[config.mk]
export PLATFORM = sky130hd
export DESIGN_NAME = cpuControl
export DESIGN_NICKNAME = d
export VERILOG_FILES = /design/src/design/controlPkg.sv /design/src/design/cpuControl.sv /design/src/design/cycleSequencer.sv /design/src/design/instrDecode.sv /design/src/design/statusFlags.sv /design/src/design/strobeGen.sv
export SDC_FILE = /design/constraint.sdc
export NUM_CORES = 1
export LEC_CHECK = 0
export BUFFER_PORTS_ARGS = -buffer_cell sky130_fd_sc_hd__buf_2
export CAP_MARGIN = 20
export CORE_MARGIN = 5
export CORE_UTILIZATION = 30
export CTS_CLUSTER_SIZE = 10
export DETAILED_ROUTE_END_ITERATION = 7
export GPL_ROUTABILITY_DRIVEN = 0
export REMOVE_ABC_BUFFERS = 1
export SLEW_MARGIN = 25
export SYNTH_ARGS = -nofsm -noshare
export SYNTH_HDL_FRONTEND = slang
export SYNTH_SLANG_ARGS = --single-unit
[constraint.sdc]
create_clock -name Clock -period 1.6 [get_ports Clock]
set_input_delay 0.32 -clock Clock [delete_from_list [all_inputs] [get_ports Clock]]
set_output_delay 0.32 -clock Clock [all_outputs]
set_load 0.02 [all_outputs]
[src/design/controlPkg.sv]
// Control package with the opcode, select and state encodings and the control words
`default_nettype none

package controlPkg;

   localparam int OpcodeW = 5;
   localparam int BranchW = 3;
   localparam int FlagsW = 4;

   localparam int FlagZ = 3;
   localparam int FlagN = 2;
   localparam int FlagV = 1;
   localparam int FlagC = 0;

   typedef enum logic [OpcodeW-1:0] {
      ADD, ADDI, ADDIB, ADC, ADCI, SUB, SUBI, SUBIB, SUC, SUCI,
      CMP, CMPI, AND, OR, XOR, NOT, NAND, NOR, LSL, LSR, ASR, NEG,
      LUI, LLI, LDW, STW, BRANCH
   } opcodeT;

   typedef enum logic [BranchW-1:0] {
      BR, BNE, BE, BLT, BGE, BWL, RET, JMP
   } branchT;

   typedef enum logic [4:0] {
      FnA, FnADD, FnADC, FnSUB, FnSUC, FnNEG, FnAND, FnOR, FnXOR,
      FnNOT, FnNAND, FnNOR, FnLSL, FnLSR, FnASR, FnLUI, FnLLI
   } aluFnT;

   typedef enum logic [1:0] {Op1Rd1, Op1Pc} op1SelT;
   typedef enum logic [1:0] {Op2Imm, Op2Rd2} op2SelT;
   typedef enum logic [1:0] {ImmLong, ImmShort} immSelT;
   typedef enum logic [1:0] {WdAlu, WdSys} wdSelT;
   typedef enum logic [1:0] {Pc1, PcAluOut, PcSysbus} pcSelT;
   typedef enum logic [1:0] {LrSys, LrPc} lrSelT;
   typedef enum logic [1:0] {Rs1Ra, Rs1Rd} rs1SelT;

   typedef enum logic {Fetch, Execute} majorStateT;

   typedef enum logic [2:0] {
      Cycle0, Cycle1, Cycle2, Cycle3, Cycle4
   } subCycleT;

   typedef enum logic [1:0] {ClsAlu, ClsMem, ClsBranch} instrClassT;

   typedef struct packed {
      opcodeT     opcode;
      branchT     branch;
      instrClassT cls;
      aluFnT      aluFn;
      op2SelT     op2Sel;
      immSelT     immSel;
      rs1SelT     rs1Sel;
      logic       regWrite;   // Result goes to the register file
      logic       flagUpdate; // Status register takes the ALU flags
   } decodedT;

   typedef struct packed {
      aluFnT  aluOp;
      op1SelT op1Sel;
      op2SelT op2Sel;
      immSelT immSel;
      wdSelT  wdSel;
      pcSelT  pcSel;
      lrSelT  lrSel;
      rs1SelT rs1Sel;
      logic   regWe;
      logic   pcWe;
      logic   aluWe;
      logic   irWe;
      logic   lrWe;
      logic   aluEn;
      logic   pcEn;
      logic   lrEn;
   } dpCtrlT;

   typedef struct packed {
      logic memEn;   // Pad direction
      logic nWE;
      logic nOE;
      logic nME;
      logic enb;
      logic ale;
   } memCtrlT;

   typedef struct packed {
      majorStateT major;
      subCycleT   sub;
   } seqStateT;

   localparam seqStateT SeqStart = '{major: Fetch, sub: Cycle0};

   // Idle datapath word, nothing enabled and nothing written
   localparam dpCtrlT DpIdle = '{
      aluOp: FnA, op1Sel: Op1Rd1, op2Sel: Op2Imm, immSel: ImmLong,
      wdSel: WdAlu, pcSel: Pc1, lrSel: LrSys, rs1Sel: Rs1Ra,
      regWe: 1'b0, pcWe: 1'b0, aluWe: 1'b0, irWe: 1'b0,
      lrWe: 1'b0, aluEn: 1'b0, pcEn: 1'b0, lrEn: 1'b0
   };

   localparam memCtrlT MemIdle = '{
      memEn: 1'b0, nWE: 1'b0, nOE: 1'b0, nME: 1'b1, enb: 1'b0, ale: 1'b0
   };

endpackage

`default_nettype wire

[src/design/cpuControl.sv]
// Instruction control unit top, ties decode, sequencer, flags and strobes together
`default_nettype none

module cpuControl (
   input  wire logic                          Clock,
   input  wire logic                          nReset,
   input  wire logic                          nWait,
   input  wire logic [7:0]                    OpcodeCondIn,
   input  wire logic [controlPkg::FlagsW-1:0] Flags,
   output controlPkg::dpCtrlT                 DpCtrl,
   output controlPkg::memCtrlT                MemCtrl,
   output logic                               CFlag
);

   import controlPkg::*;

   decodedT  decoded;
   seqStateT seqState;
   logic     flagWe;
   logic     branchTaken;

   instrDecode instrDecode_i (
      .OpcodeCondIn (OpcodeCondIn),
      .Decoded      (decoded)
   );

   cycleSequencer cycleSequencer_i (
      .Clock    (Clock),
      .nReset   (nReset),
      .nWait    (nWait),
      .Decoded  (decoded),
      .SeqState (seqState)
   );

   statusFlags statusFlags_i (
      .Clock       (Clock),
      .nReset      (nReset),
      .FlagWe      (flagWe),
      .Flags       (Flags),
      .Branch      (decoded.branch),
      .BranchTaken (branchTaken),
      .CFlag       (CFlag)
   );

   strobeGen strobeGen_i (
      .Decoded     (decoded),
      .SeqState    (seqState),
      .BranchTaken (branchTaken),
      .DpCtrl      (DpCtrl),
      .MemCtrl     (MemCtrl),
      .FlagWe      (flagWe)
   );

endmodule

`default_nettype wire

[src/design/cycleSequencer.sv]
// Fetch and execute sequencer, walks the major state and sub-cycle with nWait stalls
`default_nettype none

module cycleSequencer (
   input  wire logic              Clock,
   input  wire logic              nReset,
   input  wire logic              nWait,
   input  wire controlPkg::decodedT Decoded,
   output controlPkg::seqStateT   SeqState
);

   import controlPkg::*;

   seqStateT nextState;

   always_ff @(posedge Clock or negedge nReset) begin
      if (!nReset) begin
         SeqState <= SeqStart;
      end else begin
         SeqState <= nextState;
      end
   end

   always_comb begin
      nextState = SeqState;
      if (SeqState.major == Fetch) begin
         case (SeqState.sub)
            Cycle0: nextState.sub = Cycle1;
            Cycle1: nextState.sub = Cycle2;
            Cycle2: begin
               if (nWait)
                  nextState.sub = Cycle3;   // Hold until memory is ready
            end
            default: begin
               nextState.major = Execute;
               nextState.sub = Cycle0;
            end
         endcase
      end else begin
         case (SeqState.sub)
            Cycle0: begin
               if (Decoded.cls == ClsMem)
                  nextState.sub = Cycle1;
               else
                  nextState = SeqStart;     // Single cycle op done
            end
            Cycle1: nextState.sub = Cycle2;
            Cycle2: nextState.sub = Cycle3;
            Cycle3: begin
               if (nWait)
                  nextState.sub = Cycle4;   // Data phase stall
            end
            default: nextState = SeqStart;
         endcase
      end
   end

endmodule

`default_nettype wire

[src/design/instrDecode.sv]
// Instruction decoder, splits the opcode byte and sets up class and ALU operation
`default_nettype none

module instrDecode (
   input  wire logic [7:0]       OpcodeCondIn,
   output controlPkg::decodedT   Decoded
);

   import controlPkg::*;

   always_comb begin
      Decoded.opcode = opcodeT'(OpcodeCondIn[BranchW +: OpcodeW]);
      Decoded.branch = branchT'(OpcodeCondIn[BranchW-1:0]);
      Decoded.cls = ClsAlu;
      Decoded.aluFn = FnA;
      Decoded.op2Sel = Op2Imm;
      Decoded.immSel = ImmLong;
      Decoded.rs1Sel = Rs1Ra;
      Decoded.regWrite = 1'b0;
      Decoded.flagUpdate = 1'b0;

      case (Decoded.opcode)
         ADD, ADDI, ADDIB:             Decoded.aluFn = FnADD;
         ADC, ADCI:                    Decoded.aluFn = FnADC;
         SUB, SUBI, SUBIB, CMP, CMPI:  Decoded.aluFn = FnSUB;
         SUC, SUCI:                    Decoded.aluFn = FnSUC;
         AND:                          Decoded.aluFn = FnAND;
         OR:                           Decoded.aluFn = FnOR;
         XOR:                          Decoded.aluFn = FnXOR;
         NOT:                          Decoded.aluFn = FnNOT;
         NAND:                         Decoded.aluFn = FnNAND;
         NOR:                          Decoded.aluFn = FnNOR;
         LSL:                          Decoded.aluFn = FnLSL;
         LSR:                          Decoded.aluFn = FnLSR;
         ASR:                          Decoded.aluFn = FnASR;
         NEG:                          Decoded.aluFn = FnNEG;
         LUI:                          Decoded.aluFn = FnLUI;
         LLI:                          Decoded.aluFn = FnLLI;
         LDW, STW: begin
            Decoded.cls = ClsMem;
            Decoded.aluFn = FnADD;     // Base plus offset
         end
         BRANCH: begin
            Decoded.cls = ClsBranch;
            Decoded.aluFn = FnADD;     // Target address
         end
         default:                      Decoded.aluFn = FnA;
      endcase

      case (Decoded.opcode)
         ADD, ADC, SUB, SUC, CMP, AND, OR, XOR, NAND, NOR:
            Decoded.op2Sel = Op2Rd2;
         ADDI, ADCI, SUBI, SUCI, CMPI, LSL, LSR, ASR, LDW, STW:
            Decoded.immSel = ImmShort;
         ADDIB, SUBIB, LUI, LLI:
            Decoded.rs1Sel = Rs1Rd;    // Byte forms work on Rd itself
         BRANCH:
            if (Decoded.branch == JMP)
               Decoded.immSel = ImmShort;
         default: ;
      endcase

      // Unused opcodes fall through as a NOP
      if (Decoded.cls == ClsAlu && Decoded.aluFn != FnA) begin
         Decoded.regWrite = !(Decoded.opcode inside {CMP, CMPI});
         Decoded.flagUpdate = !(Decoded.opcode inside {LUI, LLI});
      end
   end

endmodule

`default_nettype wire

[src/design/statusFlags.sv]
// Status register with branch condition evaluation and carry flag output
`default_nettype none

module statusFlags (
   input  wire logic                      Clock,
   input  wire logic                      nReset,
   input  wire logic                      FlagWe,
   input  wire logic [controlPkg::FlagsW-1:0] Flags,
   input  wire controlPkg::branchT        Branch,
   output logic                           BranchTaken,
   output logic                           CFlag
);

   import controlPkg::*;

   logic [FlagsW-1:0] statusReg;

   always_ff @(posedge Clock or negedge nReset) begin
      if (!nReset) begin
         statusReg <= '0;
      end else if (FlagWe) begin
         statusReg <= Flags;
      end
   end

   assign CFlag = statusReg[FlagC];

   always_comb begin
      case (Branch)
         BR, BWL, JMP: BranchTaken = 1'b1;
         BNE:          BranchTaken = !statusReg[FlagZ];
         BE:           BranchTaken = statusReg[FlagZ];
         BLT:          BranchTaken = statusReg[FlagN] != statusReg[FlagV];  // Signed less than
         BGE:          BranchTaken = statusReg[FlagN] == statusReg[FlagV];
         default:      BranchTaken = 1'b0;   // RET returns through the link register
      endcase
   end

endmodule

`default_nettype wire

[src/design/strobeGen.sv]
// Strobe generator, datapath control word and memory bus strobes per cycle
`default_nettype none

module strobeGen (
   input  wire controlPkg::decodedT  Decoded,
   input  wire controlPkg::seqStateT SeqState,
   input  wire logic                 BranchTaken,
   output controlPkg::dpCtrlT        DpCtrl,
   output controlPkg::memCtrlT       MemCtrl,
   output logic                      FlagWe
);

   import controlPkg::*;

   always_comb begin
      DpCtrl = DpIdle;
      MemCtrl = MemIdle;
      FlagWe = 1'b0;

      if (SeqState.major == Fetch) begin
         MemCtrl.nWE = 1'b1;
         case (SeqState.sub)
            Cycle0: begin
               MemCtrl.ale = 1'b1;         // Latch PC as address
               MemCtrl.nOE = 1'b1;
               DpCtrl.pcEn = 1'b1;
            end
            Cycle1: begin
               MemCtrl.nME = 1'b0;
               MemCtrl.memEn = 1'b1;
            end
            Cycle2: begin
               MemCtrl.nME = 1'b0;
               MemCtrl.memEn = 1'b1;
               MemCtrl.enb = 1'b1;
            end
            default: begin
               MemCtrl.memEn = 1'b1;
               DpCtrl.irWe = 1'b1;
            end
         endcase
      end else begin
         case (SeqState.sub)
            Cycle0: begin
               DpCtrl.aluOp = Decoded.aluFn;
               DpCtrl.immSel = Decoded.immSel;
               case (Decoded.cls)
                  ClsAlu: begin
                     DpCtrl.op2Sel = Decoded.op2Sel;
                     DpCtrl.rs1Sel = Decoded.rs1Sel;
                     DpCtrl.regWe = Decoded.regWrite;
                     DpCtrl.pcWe = 1'b1;
                     FlagWe = Decoded.flagUpdate;
                     if (Decoded.flagUpdate)
                        DpCtrl.pcEn = 1'b1;    // PC out onto sysbus
                     else
                        DpCtrl.aluEn = 1'b1;   // Immediate loads drive the bus
                  end
                  ClsMem: begin
                     DpCtrl.aluEn = 1'b1;      // Address add before bus cycle
                     DpCtrl.aluWe = 1'b1;
                  end
                  default: begin
                     DpCtrl.pcWe = 1'b1;
                     case (Decoded.branch)
                        RET: begin
                           DpCtrl.aluOp = FnA;
                           DpCtrl.lrEn = 1'b1;
                           DpCtrl.pcSel = PcSysbus;
                        end
                        JMP: DpCtrl.pcSel = PcAluOut;
                        default: begin
                           DpCtrl.op1Sel = Op1Pc;
                           DpCtrl.aluEn = 1'b1;
                           if (BranchTaken) begin
                              DpCtrl.pcSel = PcAluOut;
                              if (Decoded.branch == BWL) begin
                                 DpCtrl.lrWe = 1'b1;   // Save return address
                                 DpCtrl.lrSel = LrPc;
                              end
                           end
                        end
                     endcase
                  end
               endcase
            end
            Cycle1: begin
               MemCtrl.ale = 1'b1;
               MemCtrl.nWE = 1'b1;
               MemCtrl.nOE = 1'b1;
               DpCtrl.aluOp = Decoded.aluFn;
               DpCtrl.immSel = Decoded.immSel;
               DpCtrl.aluEn = 1'b1;
            end
            Cycle2: begin
               MemCtrl.nME = 1'b0;
               MemCtrl.nWE = 1'b1;
               DpCtrl.rs1Sel = Rs1Rd;       // Rd passes through the ALU
               DpCtrl.aluWe = 1'b1;
               DpCtrl.aluEn = 1'b1;
               if (Decoded.opcode == LDW)
                  MemCtrl.memEn = 1'b1;
               else
                  MemCtrl.nOE = 1'b1;
            end
            Cycle3: begin
               MemCtrl.nME = 1'b0;
               if (Decoded.opcode == LDW) begin
                  MemCtrl.memEn = 1'b1;
                  MemCtrl.enb = 1'b1;
                  MemCtrl.nWE = 1'b1;
               end else begin
                  MemCtrl.nOE = 1'b1;
                  DpCtrl.aluEn = 1'b1;      // Hold store data on sysbus
               end
            end
            default: begin
               DpCtrl.pcWe = 1'b1;
               if (Decoded.opcode == LDW) begin
                  MemCtrl.nWE = 1'b1;
                  MemCtrl.memEn = 1'b1;
                  DpCtrl.wdSel = WdSys;
                  DpCtrl.regWe = 1'b1;
               end else begin
                  MemCtrl.nOE = 1'b1;
                  DpCtrl.aluEn = 1'b1;
               end
            end
         endcase
      end
   end

endmodule

`default_nettype wire

==> out/qor.csv <==
metric;value;unit
cts_buffers;3;
clockBufferDepth;2;
seqCellArea;201;um2
antenna_found_initial;0;
io_buffers;42;
drv_slew;0;
drc_errors;0;
violations;setup timing;
dpl.cell_count;259;
drtPass1Iterations;5;
postRouteAntennaNets;0;
start_util;0.312;
mappedNetlistArea;0.00114;mm2
clkSinkCount;8;
layout_common_cells;36 x buf_4, 31 x buf_6, 12 x buf_2;
fp.dieArea;0.00514;mm2
drt_iter0_drc;54;
track_usage;0.140;
path_buf_inv;5;
area_growth;90.7;%
finalCriticalPeriod;1.90;ns
netlist_instances;152;
finalNonFillerCells;273;
critPathKind;register to primary output;
p_leak;0.956;nW
multi_input_area;0.00104;mm2
p_int;1.78;mW
switching_share;0.443;
synth_ff_type;dfrtp_1;
h-tree-depth;1;
grt_max_degree;18;
r2r-start;cycleSequencer_i.SeqState[2];
setup_viol;31;
drive_above_1_share;0.578;
start_kind;register;
io_pins;49;
report.final.hold_viol_count;0;
path_depth;7;
synth_edf_count;0;
max_freq;527;MHz
dp_hpwl;2.51;mm
first_global_vias;1267;
worstPathRequired;1.28;ns
route.detailed.wl_per_inst;14.9;um
ctsRootBufferMaster;clkbuf_8;
via_per_inst;5.25;
r2r_setup_slack;-0.13;ns
max_cap_viol_count;0;
clkPwrFrac;0.076;
seqPwrFrac;0.122;
r2r-end;statusFlags_i.statusReg[3];
place_ws;-0.245;ns
fin_total_pwr;3.19;mW
p_per_area;1470;mW/mm2
wirelength;4.08;mm
arrival;1.58;ns
core;0.00366;mm2
reg2reg_depth;5;
diodes;0;
worstPathCellList;buf_6, buf_8, nor3_4, buf_6, inv_2, a31oi_2, buf_4;
max_stage_delay;0.40;ns
grt_pass1_wl;5.96;mm
post-route-period-util;1.19;
async_reset_ff_frac;1.00;
fin_setup_tns;-5.71;ns
cp_max_fo;6;
synth-seq-area-share;0.175;
insertion_delay;0.23;ns
final_common_cell;buf_4;
end_kind;primary output;
switchingPower;1.41;mW
final_util;0.594;
hold_path_class;primary input to register;
crit_top_cell;buf_6;
die_h;71.7;um
rows;22;
n_fill_cell;316;
outcome;finished with violations;
skew;0.000785;ns
crit_family;buffers and inverters;
final_nets;242;
synth_seq_cells;8;
crit_path_end;DpCtrl[1];
die_x;71.7;um
tritoncts;built;
vias;1434;
crit_start;cycleSequencer_i.SeqState[1];
rsz0062_at_grt;yes;
overflow;0;
avgSynthCellArea;7.51;um2
setup_ws;-0.296;ns
ir_worst_vdd;0.00114;V
yosysUniqueCellTypes;52;
cts.clk_slew.worst_paths;0.04;ns
pwr-share-comb;0.803;
synth_warnings;0;
cp_slowest_cell;dfrtp_1;
## power by group through the flow
| stage | sequential [mW] | combinational, mW | clock (mW) |
|---|---|---|---|
| floorplan | 0.466 | 0.892 | 0 |
| global placement | 0.367 | 1.65 | 0 |
| detailed placement | 0.372 | 1.65 | 0 |
| CTS | 0.389 | 1.98 | 0.251 |
| global route | 0.403 | 2.74 | 0.262 |
| finish | 0.388 | 2.56 | 0.241 |
## through the flow
stage,cell area (um2),hold slack (ns)
detailed placement,1570,0.171
global route,2180,0.326
floorplan,1030,0.0244
CTS,1860,0.322
global placement,1570,0.172
finish,2180,0.325
## how the worst min path moves through the flow
stage / startpoint / slack (ns) / to / depth (start not counted)
CTS: Flags[0] / 0.32 / statusFlags_i.statusReg[0] / 2
global route: Flags[0] / 0.33 / statusFlags_i.statusReg[0] / 2
detailed placement: nReset / 0.17 / cycleSequencer_i.SeqState[1] / 1
floorplan: nReset / 0.02 / cycleSequencer_i.SeqState[0] / 0
global placement: nReset / 0.17 / cycleSequencer_i.SeqState[1] / 1
finish: Flags[1] / 0.33 / statusFlags_i.statusReg[1] / 2
## sequential cells by signal (all words and copies together) (netlist names)
signal	count
statusFlags_i.statusReg	4
cycleSequencer_i.SeqState	4
## logic make-up (layout without fill, tap and decap cells)
group,count (synthesis),after routing,synth area share
buf+inv,28,96,0.134
other cells,1,6,0.00329
compound gates,47,47,0.289
simple gates,61,61,0.336
xor+xnor,3,3,0.0230
flops,8,8,0.175
mux,4,4,0.0395
## per-layer routing
layer  global-route usage  share of wire  routed length [um]
met1                0.192           0.43                1750
met3               0.0323          0.077                 314
met2                0.221           0.49                1990
met5                    0              0                   0
met4               0.0334         0.0051                  21
## synth_stat cells (2+ instances only)
cell type	number	area [um2]
o21ai_0	5	25.0
nor3_1	7	35.0
nand4_1	2	12.5
nand2_1	6	22.5
nand3b_1	2	15.0
buf_4	8	60.1
o21bai_1	2	15.0
inv_1	6	22.5
a21boi_0	2	15.0
o211ai_1	3	22.5
and3b_1	2	17.5
buf_2	8	40.0
nor2b_1	3	18.8
o22ai_1	2	12.5
a21oi_1	13	65.1
nand3_1	2	10.0
clkbuf_1	5	18.8
o21a_1	5	37.5
xnor2_1	2	17.5
a31oi_1	2	12.5
nor2_1	11	41.3
a2111oi_0	2	17.5
nor3b_1	6	45.0
dfrtp_1	8	200
mux2_2	4	45.0
nor4b_1	2	17.5
nand2b_1	7	43.8
## final cells by class
class	instances	area share
sequential	8	0.0926
timing repair buffer	87	0.372
multi-input combinational	121	0.476
inverter	6	0.0127
clock buffer	3	0.0190
tap	48	0.0276
## what timing repair did
action	4_1_cts	5_1_grt
endpoints found under the setup margin	31	31
resized for setup	61	66
hold endpoints to repair	8	0
hold buffers	1	0
buffers inserted	5	6
pin swaps	11	13
(Power assumes the default switching activity.)
